`config.mk`:
```
export PLATFORM = sky130hd
export DESIGN_NAME = xaui_pipe
export DESIGN_NICKNAME = d
export VERILOG_FILES = /design/src/common/xaui_pkg.sv /design/src/logic/pipe_regs.sv /design/src/xaui_pipe/xaui_pipe.sv /design/src/xaui_pipe/xaui_rx_check.sv /design/src/xaui_pipe/xaui_tx_gen.sv
export VERILOG_INCLUDE_DIRS = /design/src /design/src/common
export SDC_FILE = /design/constraint.sdc
export NUM_CORES = 1
export LEC_CHECK = 0
export BUFFER_PORTS_ARGS = -buffer_cell sky130_fd_sc_hd__buf_4
export CORE_ASPECT_RATIO = 1.2
export CORE_MARGIN = 2
export CORE_UTILIZATION = 30
export CTS_CLUSTER_SIZE = 30
export DETAILED_ROUTE_END_ITERATION = 8
export HOLD_SLACK_MARGIN = 0.02
export SETUP_SLACK_MARGIN = 0.05
export SYNTH_ARGS = -nofsm -noshare
export SYNTH_HDL_FRONTEND = slang
export SYNTH_SLANG_ARGS = --single-unit
```
`constraint.sdc`:
```
create_clock -name mgt_clk -period 3.3 [get_ports mgt_clk]
set_input_delay 0.99 -clock mgt_clk [delete_from_list [all_inputs] [get_ports mgt_clk]]
set_output_delay 0.99 -clock mgt_clk [all_outputs]
set_load 0.02 [all_outputs]
```
`src/common/xaui_defines.svh`:
```
`ifndef XAUI_DEFINES_SVH
`define XAUI_DEFINES_SVH

// data words sent between two idle columns
`define XAUI_IDLE_GAP 15

// K28.5
`define XAUI_COMMA 8'hBC

// consecutive good data words before the checker reports lock
`define XAUI_LOCK_COUNT 4

// status counter widths
`define XAUI_ERR_W 16
`define XAUI_WORDS_W 32

// REG_CTRL bit positions
`define XAUI_CTRL_TX_EN 0
`define XAUI_CTRL_CLR 1
`define XAUI_CTRL_INJECT 2

`endif

```
`src/common/xaui_pkg.sv`:
```
package xaui_pkg;

  // one transceiver column, byte k belongs to lane k/2
  typedef union packed {
    logic [63:0]      seq;   // flat counting value
    logic [3:0][15:0] lane;  // lane 0 lowest
  } mgt_word_u;

  // host register map
  typedef enum logic [2:0] {
    REG_CTRL     = 3'd0,
    REG_STATUS   = 3'd1,
    REG_ERRS     = 3'd2,
    REG_WORDS_LO = 3'd3,
    REG_WORDS_HI = 3'd4
  } reg_addr_e;

endpackage

```
`src/logic/pipe_regs.sv`:
```
`timescale 1ns/1ps
`include "xaui_defines.svh"

module pipe_regs (
  input  logic                     mgt_clk,
  input  logic                     arst_n_i,
  input  logic                     reg_valid_i,
  output logic                     reg_ready_o,
  input  logic                     reg_we_i,
  input  xaui_pkg::reg_addr_e      reg_addr_i,
  input  logic [15:0]              reg_wdata_i,
  output logic [15:0]              reg_rdata_o,
  output logic                     reg_rvalid_o,
  input  logic                     locked_i,
  input  logic [`XAUI_ERR_W-1:0]   err_cnt_i,
  input  logic [`XAUI_WORDS_W-1:0] word_cnt_i,
  output logic                     tx_en_o,
  output logic                     inject_err_o,
  output logic                     clr_cnt_o
);

  import xaui_pkg::*;

  logic        req_ok;
  logic        rd_ok;
  logic        wr_ctrl;
  logic [15:0] rd_word;

  // one dead cycle while the read answer is out
  assign reg_ready_o = !reg_rvalid_o;

  assign req_ok  = reg_valid_i && reg_ready_o;
  assign rd_ok   = req_ok && !reg_we_i;
  assign wr_ctrl = req_ok && reg_we_i && (reg_addr_i == REG_CTRL);

  always_comb begin
    rd_word = 16'h0000;
    case (reg_addr_i)
      REG_CTRL: begin
        rd_word[`XAUI_CTRL_TX_EN] = tx_en_o;
      end
      REG_STATUS: begin
        rd_word[0] = locked_i;
      end
      REG_ERRS: begin
        rd_word = 16'(err_cnt_i);
      end
      REG_WORDS_LO: begin
        rd_word = word_cnt_i[0 +: 16];
      end
      REG_WORDS_HI: begin
        rd_word = word_cnt_i[16 +: 16];
      end
      default: begin
        rd_word = 16'h0000;  // unmapped
      end
    endcase
  end

  always_ff @(posedge mgt_clk or negedge arst_n_i) begin
    if (!arst_n_i) begin
      tx_en_o      <= 1'b0;
      inject_err_o <= 1'b0;
      clr_cnt_o    <= 1'b0;
      reg_rvalid_o <= 1'b0;
    end else begin
      reg_rvalid_o <= rd_ok;
      // clear and inject are self-clearing strobes
      clr_cnt_o    <= wr_ctrl && reg_wdata_i[`XAUI_CTRL_CLR];
      inject_err_o <= wr_ctrl && reg_wdata_i[`XAUI_CTRL_INJECT];
      if (wr_ctrl) begin
        tx_en_o <= reg_wdata_i[`XAUI_CTRL_TX_EN];
      end
    end
  end

  always_ff @(posedge mgt_clk) begin
    if (rd_ok) begin
      reg_rdata_o <= rd_word;
    end
  end

  // a read response lasts one cycle
  a_rvalid_pulse: assert property (@(posedge mgt_clk) disable iff (!arst_n_i)
    reg_rvalid_o |=> !reg_rvalid_o);

endmodule

```
`src/xaui_pipe/xaui_pipe.sv`:
```
`timescale 1ns/1ps
`include "xaui_defines.svh"

module xaui_pipe (
  input  logic                mgt_clk,
  input  logic                arst_n_i,
  // transceiver side
  output logic [63:0]         mgt_txdata_o,
  output logic [7:0]          mgt_txcharisk_o,
  input  logic [63:0]         mgt_rxdata_i,
  input  logic [7:0]          mgt_rxcharisk_i,
  input  logic [3:0]          mgt_syncok_i,
  // host register bus
  input  logic                reg_valid_i,
  output logic                reg_ready_o,
  input  logic                reg_we_i,
  input  xaui_pkg::reg_addr_e reg_addr_i,
  input  logic [15:0]         reg_wdata_i,
  output logic [15:0]         reg_rdata_o,
  output logic                reg_rvalid_o,
  output logic                led_link_o
);

  logic                     tx_en;
  logic                     inject_err;
  logic                     clr_cnt;
  logic                     locked;
  logic [`XAUI_ERR_W-1:0]   err_cnt;
  logic [`XAUI_WORDS_W-1:0] word_cnt;

  assign led_link_o = locked;

  xaui_tx_gen tx_gen_inst (
    .mgt_clk         (mgt_clk),
    .arst_n_i        (arst_n_i),
    .tx_en_i         (tx_en),
    .inject_err_i    (inject_err),
    .mgt_txdata_o    (mgt_txdata_o),
    .mgt_txcharisk_o (mgt_txcharisk_o)
  );

  xaui_rx_check rx_check_inst (
    .mgt_clk         (mgt_clk),
    .arst_n_i        (arst_n_i),
    .mgt_rxdata_i    (mgt_rxdata_i),
    .mgt_rxcharisk_i (mgt_rxcharisk_i),
    .mgt_syncok_i    (mgt_syncok_i),
    .clr_cnt_i       (clr_cnt),
    .locked_o        (locked),
    .err_cnt_o       (err_cnt),
    .word_cnt_o      (word_cnt)
  );

  pipe_regs regs_inst (
    .mgt_clk      (mgt_clk),
    .arst_n_i     (arst_n_i),
    .reg_valid_i  (reg_valid_i),
    .reg_ready_o  (reg_ready_o),
    .reg_we_i     (reg_we_i),
    .reg_addr_i   (reg_addr_i),
    .reg_wdata_i  (reg_wdata_i),
    .reg_rdata_o  (reg_rdata_o),
    .reg_rvalid_o (reg_rvalid_o),
    .locked_i     (locked),
    .err_cnt_i    (err_cnt),
    .word_cnt_i   (word_cnt),
    .tx_en_o      (tx_en),
    .inject_err_o (inject_err),
    .clr_cnt_o    (clr_cnt)
  );

endmodule

```
`src/xaui_pipe/xaui_rx_check.sv`:
```
`timescale 1ns/1ps
`include "xaui_defines.svh"

module xaui_rx_check (
  input  logic                     mgt_clk,
  input  logic                     arst_n_i,
  input  xaui_pkg::mgt_word_u      mgt_rxdata_i,
  input  logic [7:0]               mgt_rxcharisk_i,
  input  logic [3:0]               mgt_syncok_i,
  input  logic                     clr_cnt_i,
  output logic                     locked_o,
  output logic [`XAUI_ERR_W-1:0]   err_cnt_o,
  output logic [`XAUI_WORDS_W-1:0] word_cnt_o
);

  import xaui_pkg::*;

  localparam int RUN_W = $clog2(`XAUI_LOCK_COUNT + 1);
  localparam logic [RUN_W-1:0] RUN_MAX = RUN_W'(`XAUI_LOCK_COUNT);

  mgt_word_u        rx_q;
  logic [7:0]       isk_q;
  logic             sync_q;
  logic [63:0]      exp_q;
  logic             exp_vld_q;  // low until a data word seeds the sequence
  logic [RUN_W-1:0] run_q;      // good words in a row
  logic             is_data;
  logic             lane_bad;
  logic             seq_bad;
  logic             add_err;

  // input register, first of the two cycles
  always_ff @(posedge mgt_clk or negedge arst_n_i) begin
    if (!arst_n_i) begin
      isk_q  <= 8'hFF;
      sync_q <= 1'b0;
    end else begin
      isk_q  <= mgt_rxcharisk_i;
      sync_q <= &mgt_syncok_i;
    end
  end

  always_ff @(posedge mgt_clk) begin
    rx_q <= mgt_rxdata_i;
  end

  // every lane of an idle column must be two commas
  always_comb begin
    lane_bad = 1'b0;
    for (int l = 0; l < 4; l++) begin
      if (rx_q.lane[l] != {2{`XAUI_COMMA}} || isk_q[2*l +: 2] != 2'b11) begin
        lane_bad = 1'b1;
      end
    end
  end

  assign is_data = (isk_q == 8'h00);
  assign seq_bad = exp_vld_q && (rx_q.seq != exp_q);
  assign add_err = sync_q && (is_data ? seq_bad : lane_bad);  // one per column

  always_ff @(posedge mgt_clk or negedge arst_n_i) begin
    if (!arst_n_i) begin
      exp_q     <= '0;
      exp_vld_q <= 1'b0;
      run_q     <= '0;
      locked_o  <= 1'b0;
    end else if (!sync_q) begin
      exp_vld_q <= 1'b0;
      run_q     <= '0;
      locked_o  <= 1'b0;
    end else if (add_err) begin
      run_q    <= '0;
      locked_o <= 1'b0;
      if (is_data) begin
        exp_vld_q <= 1'b0;  // reseed from the next data word
      end
    end else if (is_data) begin
      exp_q     <= rx_q.seq + 64'd1;
      exp_vld_q <= 1'b1;
      if (exp_vld_q) begin
        if (run_q != RUN_MAX) begin
          run_q <= run_q + 1'b1;
        end
        if (run_q >= RUN_MAX - 1'b1) begin
          locked_o <= 1'b1;
        end
      end
    end
  end

  always_ff @(posedge mgt_clk or negedge arst_n_i) begin
    if (!arst_n_i) begin
      err_cnt_o  <= '0;
      word_cnt_o <= '0;
    end else if (clr_cnt_i) begin
      err_cnt_o  <= '0;
      word_cnt_o <= '0;
    end else begin
      if (add_err && err_cnt_o != '1) begin
        err_cnt_o <= err_cnt_o + 1'b1;  // saturating
      end
      if (is_data) begin
        word_cnt_o <= word_cnt_o + 1'b1;
      end
    end
  end

  // errors only pile up until the host clears them
  a_err_mono: assert property (@(posedge mgt_clk) disable iff (!arst_n_i)
    !$past(clr_cnt_i) |-> err_cnt_o >= $past(err_cnt_o));

endmodule

```
`src/xaui_pipe/xaui_tx_gen.sv`:
```
`timescale 1ns/1ps
`include "xaui_defines.svh"

module xaui_tx_gen (
  input  logic                mgt_clk,
  input  logic                arst_n_i,
  input  logic                tx_en_i,
  input  logic                inject_err_i,
  output xaui_pkg::mgt_word_u mgt_txdata_o,
  output logic [7:0]          mgt_txcharisk_o
);

  import xaui_pkg::*;

  localparam int GAP_W = $clog2(`XAUI_IDLE_GAP + 1);
  localparam logic [63:0] IDLE_COL = {8{`XAUI_COMMA}};

  logic             run_q;     // tx_en as seen at the last idle column
  logic [GAP_W-1:0] gap_q;     // data words sent since the last idle
  logic [63:0]      seq_q;
  logic             inject_q;
  logic             send_data;
  mgt_word_u        data_word;

  assign send_data = run_q && (gap_q != GAP_W'(`XAUI_IDLE_GAP));

  always_comb begin
    data_word.seq    = seq_q;
    data_word.seq[0] = seq_q[0] ^ inject_q;  // single bit error
  end

  always_ff @(posedge mgt_clk or negedge arst_n_i) begin
    if (!arst_n_i) begin
      run_q            <= 1'b0;
      gap_q            <= '0;
      seq_q            <= '0;
      inject_q         <= 1'b0;
      mgt_txdata_o.seq <= IDLE_COL;
      mgt_txcharisk_o  <= 8'hFF;
    end else begin
      if (send_data) begin
        mgt_txdata_o    <= data_word;
        mgt_txcharisk_o <= 8'h00;
        seq_q           <= seq_q + 64'd1;  // count runs on past an injected word
        gap_q           <= gap_q + 1'b1;
        inject_q        <= inject_err_i;
      end else begin
        // tx_en is only picked up on an idle column
        mgt_txdata_o.seq <= IDLE_COL;
        mgt_txcharisk_o  <= 8'hFF;
        gap_q            <= '0;
        run_q            <= tx_en_i;
        inject_q         <= inject_q | inject_err_i;
      end
    end
  end

  // an idle column always follows a full gap of data words
  a_gap_idle: assert property (@(posedge mgt_clk) disable iff (!arst_n_i)
    gap_q == GAP_W'(`XAUI_IDLE_GAP) |=> mgt_txcharisk_o == 8'hFF);

endmodule
```
==> impl_metrics.json, run 1 <==
{
  "slew_headroom": 0.587,
  "setup-violations-final": 0,
  "end_kind": "flip-flop",
  "final_nets": 1669,
  "syn_nets": 1485,
  "use_met1": 0.167,
  "cts_setup_buffers": 0,
  "tightest_slew_ns": 0.618,
  "p_leak_nw": 8.08,
  "fin_worst_skew_ns": 0.0395,
  "dp_slack_ns": 0.340,
  "wirelength_um": 36200,
  "use_met2": 0.245,
  "drtIter0Drc": 621,
  "cts.path.max_buffers": 3,
  "period_share": 0.923,
  "cp_cell_sequence": "xnor2_1 -> nand4_1 -> nor4_1 -> nand4_1 -> a211oi_4 -> buf_12 -> nor2_1 -> a21oi_1",
  "grt_antenna_before_repair": 0,
  "syn_area_um2": 14900,
  "grt_pass1_wl_um": 57200,
  "pin_count": 190,
  "async_flop_share": 0.768,
  "syn_inst": 1377,
  "die-area_um2": 51600,
  "grt_max_degree": 67,
  "fmax_ghz": 0.328,
  "layout_common_cells": "dfrtp_1 (216), buf_4 (194), nor2_1 (140), xnor2_1 (138), nand2_1 (100)",
  "grt_setup_unrepaired": "no",
  "maxSlewViolCount": 0,
  "die_h_um": 248,
  "grt_pass1_vias": 10500,
  "required_ns": 3.78,
  "dpl.cell_count": 2158,
  "critPathMaxFanout": 54,
  "p_per_area_nw_per_um2": 607,
  "die_w_um": 208,
  "crit_top_cell": "nand4_1",
  "seq_area_frac_synth": 0.566,
  "area_delta_synth_final_pct": 22.7,
  "fin_tns_setup_ns": 0,
  "clock_latency_ns": 0.56,
  "wl_per_cell_um": 16.2,
  "row_count": 89,
  "routed_via_density": 4.72,
  "cts-resized-gates": 0,
  "min_period_ns": 3.04,
  "irDropWorstVdd_mv": 0.404,
  "slowest_stage": "a211oi_4",
  "core_region_area_um2": 49200,
  "synth_seq_cells": 345,
  "drv_cap": 0,
  "crit_type": "reg2reg",
  "clock-root-buffer": "clkbuf_16",
  "max_stage_delay_ns": 0.67,
  "htree_levels": 2,
  "start_util": 0.303,
  "antenna_left": 0,
  "holdBufCountCts": 0,
  "yosysWarnings": 0,
  "cts_tree": "done",
  "finalHoldViolations": 0,
  "ys_types": 61,
  "hpwl_um": 26100,
  "ys.flop_type": "dfrtp_1",
  "drive_gt1_frac": 0.217,
  "layout_commonest_cell": "dfrtp_1",
  "vias": 10500,
  "path_delay_family": "simple AND/OR/NAND/NOR gates",
  "worst_hold_path_type": "in2async",
  "finalPower_w": 0.0111,
  "num_antenna_cells": 0,
  "track_usage": 0.139,
  "synth_area_per_cell_um2": 10.8,
  "worst_slack_ns": 0.255,
  "drc": 0,
  "critical_path_buf_inv_count": 1,
  "top_usage_layer": "met2",
  "clk_pin_slew_ns": 0.06,
  "synth_edf_count": 16,
  "port_buffers": 176,
  "cp-start-kind": "flip-flop",
  "clock-sinks": 345,
  "cts_made_buffers": 38,
  "globalRouteOverflowTotal": 0,
  "outcome": "finished clean",
  "grt_use_met3": 0.0253,
  "gp_congestion": 0.878,
  "first_pass_iters": 8,
  "fin_cells": 2228,
  "arrival_ns": 3.53,
  "final_util": 0.372
}
==> flip-flops by register name, indices dropped and copies added (netlist names), 3 cells and up <==
signal                    flops
tx_gen_inst.gap_q             4
tx_gen_inst.seq_q            64
rx_check_inst.err_cnt_o      16
regs_inst.reg_rdata_o        16
rx_check_inst.rx_q           64
rx_check_inst.isk_q           8
rx_check_inst.exp_q          64
rx_check_inst.run_q           3
rx_check_inst.word_cnt_o     32
tx_gen_inst.mgt_txdata_o     64
==> synth_stat cells (3+ instances only) <==
| cell type | count | area [um^2] |
|---|---|---|
| dfrtp_1 | 216 | 5410 |
| nor2_1 | 140 | 526 |
| xnor2_1 | 138 | 1210 |
| nand2_1 | 100 | 375 |
| xor2_1 | 81 | 709 |
| a21oi_1 | 80 | 400 |
| nand3_1 | 73 | 365 |
| dfxtp_1 | 64 | 1280 |
| and3_1 | 59 | 369 |
| nand4_1 | 58 | 363 |
| dfstp_2 | 49 | 1290 |
| nand2b_1 | 45 | 282 |
| clkbuf_1 | 26 | 97.6 |
| o21ai_0 | 24 | 120 |
| and4_1 | 17 | 149 |
| buf_4 | 17 | 128 |
| mux2i_1 | 17 | 170 |
| edfxtp_1 | 16 | 480 |
| buf_2 | 15 | 75.1 |
| inv_1 | 15 | 56.3 |
| nor4_1 | 13 | 81.3 |
| or4_1 | 12 | 90.1 |
| ha_1 | 9 | 113 |
| o31ai_1 | 9 | 67.6 |
| and2_1 | 8 | 50.1 |
| mux2_2 | 7 | 78.8 |
| nor2b_1 | 7 | 43.8 |
| nor3_1 | 7 | 35.0 |
| or3_1 | 6 | 37.5 |
| nor3_2 | 4 | 40.0 |
| nor4_4 | 4 | 85.1 |
| a31oi_1 | 3 | 18.8 |
| nand4_2 | 3 | 37.5 |
| nor4b_1 | 3 | 26.3 |
==> worst register-to-register path, delay by kind of cell, from the launching register on <==
kind	cells	cell delay, ns
simple gates	4	1.05
xor+xnor	1	0.41
compound gates	2	0.80
flops	1	0.38
buf+inv	1	0.31
==> worst paths after layout <==
kind,startpoint,end,slack (ns),cells after the start
worst max-delay path,rx_check_inst.exp_q[53],rx_check_inst.exp_q[62],0.26,8
worst min-delay path,arst_n_i,rx_check_inst.exp_q[17],0.43,1
worst max register to register,rx_check_inst.exp_q[53],rx_check_inst.exp_q[62],0.26,8
worst min register to register,regs_inst.inject_err_o,tx_gen_inst.inject_q,0.43,1
max in group asynchronous,arst_n_i,tx_gen_inst.mgt_txdata_o[4],1.97,2
min in group mgt_clk,regs_inst.inject_err_o,tx_gen_inst.inject_q,0.43,1
==> final cells by class <==
cell class	count	area, um^2
inverters	16	60.1
clock buffers	50	1060
flip-flops and latches	345	8450
multi-input cells	957	6120
fillers	4904	30900
clock inverters	20	200
repair buffers	203	1630
well taps	637	797
==> routing by layer <==
layer  share of wire  vias to the layer above  wire length (um)
met5               0                        -                 0
met4           0.037                        0              1350
met3           0.044                       76              1580
met2            0.50                      253             18100
met1            0.42                     5108             15100
li1                -                     5090                 -
==> cells by family after synthesis <==
group | count (synthesis) | share of synthesized area
fa+ha+maj | 9 | 0.00754
buf+inv | 75 | 0.0244
mux | 24 | 0.0167
flops | 345 | 0.566
compound gates | 124 | 0.0452
xor+xnor | 219 | 0.128
simple gates | 581 | 0.212
==> stage by stage <==
| step | hold WS [ns] | area (um^2) |
|---|---|---|
| final | 0.428 | 18300 |
| after global routing | 0.440 | 18300 |
| after CTS | 0.404 | 18300 |
| after detailed placement | 0.418 | 17100 |
| after global placement | 0.418 | 17100 |
| after floorplan | 0.404 | 14900 |
==> power breakdown <==
| group | leakage (nW) | internal (W) | total, W | switching [W] |
|---|---|---|---|---|
| Sequential | 4.17 | 0.00483 | 0.00514 | 0.000314 |
| Clock | 0.613 | 0.00245 | 0.00422 | 0.00177 |
| Combinational | 3.29 | 0.000746 | 0.00176 | 0.00101 |
(Power assumes the default switching activity.)
==> inputs of run 2 (changes only) <==
==> constraint.sdc (replaced) <==
create_clock -name mgt_clk -period 2.75 [get_ports mgt_clk]
set_input_delay 0.825 -clock mgt_clk [delete_from_list [all_inputs] [get_ports mgt_clk]]
set_output_delay 0.825 -clock mgt_clk [all_outputs]
set_load 0.02 [all_outputs]
==> impl_metrics.json, run 2 (synthesized netlist as in run 1, its figures left out) <==
{
  "drc": 0,
  "multi_input_area_um2": 6170,
  "clock_latency_ns": 0.55,
  "grt_setup_unrepaired": "no",
  "fin_area_um2": 18700,
  "p_per_area_nw_per_um2": 724,
  "finalHoldViolations": 0,
  "port_buffers": 176,
  "fmax_ghz": 0.392,
  "slew_headroom": 0.630,
  "die_h_um": 248,
  "period_share": 0.928,
  "cts_made_buffers": 38,
  "vias": 10700,
  "min_period_ns": 2.55,
  "row_count": 89,
  "end_kind": "flip-flop",
  "core_region_area_um2": 49200,
  "top_usage_layer": "met2",
  "first_pass_iters": 6,
  "use_met2": 0.244,
  "grt_max_degree": 53,
  "regArea_um2": 8450,
  "irDropWorstVdd_mv": 0.454,
  "clock-root-buffer": "clkbuf_16",
  "final_util": 0.380,
  "hpwl_um": 26500,
  "grt_antenna_before_repair": 0,
  "grt_pass1_wl_um": 58300,
  "clk_pin_slew_ns": 0.06,
  "grt_pass1_vias": 10800,
  "dpl.cell_count": 2194,
  "critPathMaxFanout": 8,
  "layout_common_cells": "buf_4 (228), dfrtp_1 (216), nor2_1 (140), xnor2_1 (134), nand2_1 (100)",
  "p_leak_nw": 8.32,
  "wl_per_cell_um": 16.1,
  "layout_commonest_cell": "buf_4",
  "worst_hold_path_type": "in2async",
  "nFillCells": 4815,
  "cts_tree": "done",
  "wirelength_um": 36500,
  "holdBufCountCts": 0,
  "globalRouteOverflowTotal": 0,
  "die-area_um2": 51600,
  "antenna_left": 0,
  "area_delta_synth_final_pct": 25.3,
  "htree_levels": 2,
  "cp_cell_sequence": "xnor2_2 -> nand4_1 -> nor4_2 -> nand4_1 -> buf_4 -> a211oi_4 -> buf_12 -> mux2_2",
  "fin_tns_setup_ns": 0,
  "slowest_stage": "dfrtp_1",
  "grt_use_met3": 0.0258,
  "setup-violations-final": 0,
  "placed_cell_area_um2": 17400,
  "clock-sinks": 345,
  "gp_congestion": 0.873,
  "use_met1": 0.172,
  "num_antenna_cells": 0,
  "tightest_slew_ns": 0.556,
  "cts_setup_buffers": 0,
  "cts.path.max_buffers": 3,
  "crit_type": "reg2reg",
  "drv_cap": 0,
  "drtIter0Drc": 596,
  "fin_cells": 2264,
  "die_w_um": 208,
  "pin_count": 190,
  "required_ns": 3.18,
  "max_stage_delay_ns": 0.40,
  "routed_via_density": 4.70,
  "cp-start-kind": "flip-flop",
  "track_usage": 0.142,
  "fin_worst_skew_ns": 0.0203,
  "dp_slack_ns": 0.0491,
  "drive_gt1_frac": 0.240,
  "final_nets": 1705,
  "maxSlewViolCount": 0,
  "arrival_ns": 2.98,
  "outcome": "finished clean",
  "worst_slack_ns": 0.197,
  "start_util": 0.303,
  "crit_top_cell": "nand4_1"
}
==> run 2: repair_timing <==
item / CTS / global route
gates resized for setup: 1 / 6
endpoints found under the setup margin: 20 / 59
pin swaps: 0 / 0
==> run 2: worst max-delay path: cells and delay by family, from the launching register on <==
kind | cells | cell delay, ns
xor+xnor | 1 | 0.26
compound gates | 1 | 0.31
mux | 1 | 0.33
flops | 1 | 0.40
simple gates | 3 | 0.74
buf+inv | 2 | 0.40
==> run 2: area by class of cell <==
| type | count | area share |
|---|---|---|
| clock buffer | 52 | 0.0597 |
| inverter | 16 | 0.00321 |
| tap | 637 | 0.0426 |
| clock inverter | 18 | 0.00977 |
| multi-input combinational | 957 | 0.330 |
| timing repair buffer | 239 | 0.103 |
| sequential | 345 | 0.452 |
==> run 2: per-layer routing <==
metal  up-vias  share of wire
met5         -              0
met2       250           0.49
li1       5165              -
met4         0          0.045
met3        94          0.044
met1      5142           0.42
==> run 2: power by group <==
group | internal [W] | switching, W
sequential | 0.00580 | 0.000357
clock | 0.00308 | 0.00214
combinational | 0.000927 | 0.00123
==> run 2: per-stage QoR <==
| stage | power (W) | hold WS [ns] |
|---|---|---|
| after floorplan | 0.00739 | 0.404 |
| after global routing | 0.0142 | 0.219 |
| after CTS | 0.0138 | 0.203 |
| after global placement | 0.00843 | 0.420 |
| final | 0.0135 | 0.217 |
| after detailed placement | 0.00845 | 0.435 |
==> run 2: path summary, 6_finish.rpt <==
check | startpoint | to | slack, ns | cells past startpoint
worst max-delay path | rx_check_inst.exp_q[53] | rx_check_inst.exp_q[1] | 0.20 | 8
worst min-delay path | arst_n_i | rx_check_inst.exp_q[11] | 0.22 | 1
worst max register to register | rx_check_inst.exp_q[53] | rx_check_inst.exp_q[1] | 0.20 | 8
worst min register to register | regs_inst.inject_err_o | tx_gen_inst.inject_q | 0.44 | 1
max in group asynchronous | arst_n_i | tx_gen_inst.mgt_txdata_o[5] | 1.77 | 2
min in group mgt_clk | mgt_rxdata_i[35] | rx_check_inst.rx_q[35] | 0.37 | 1
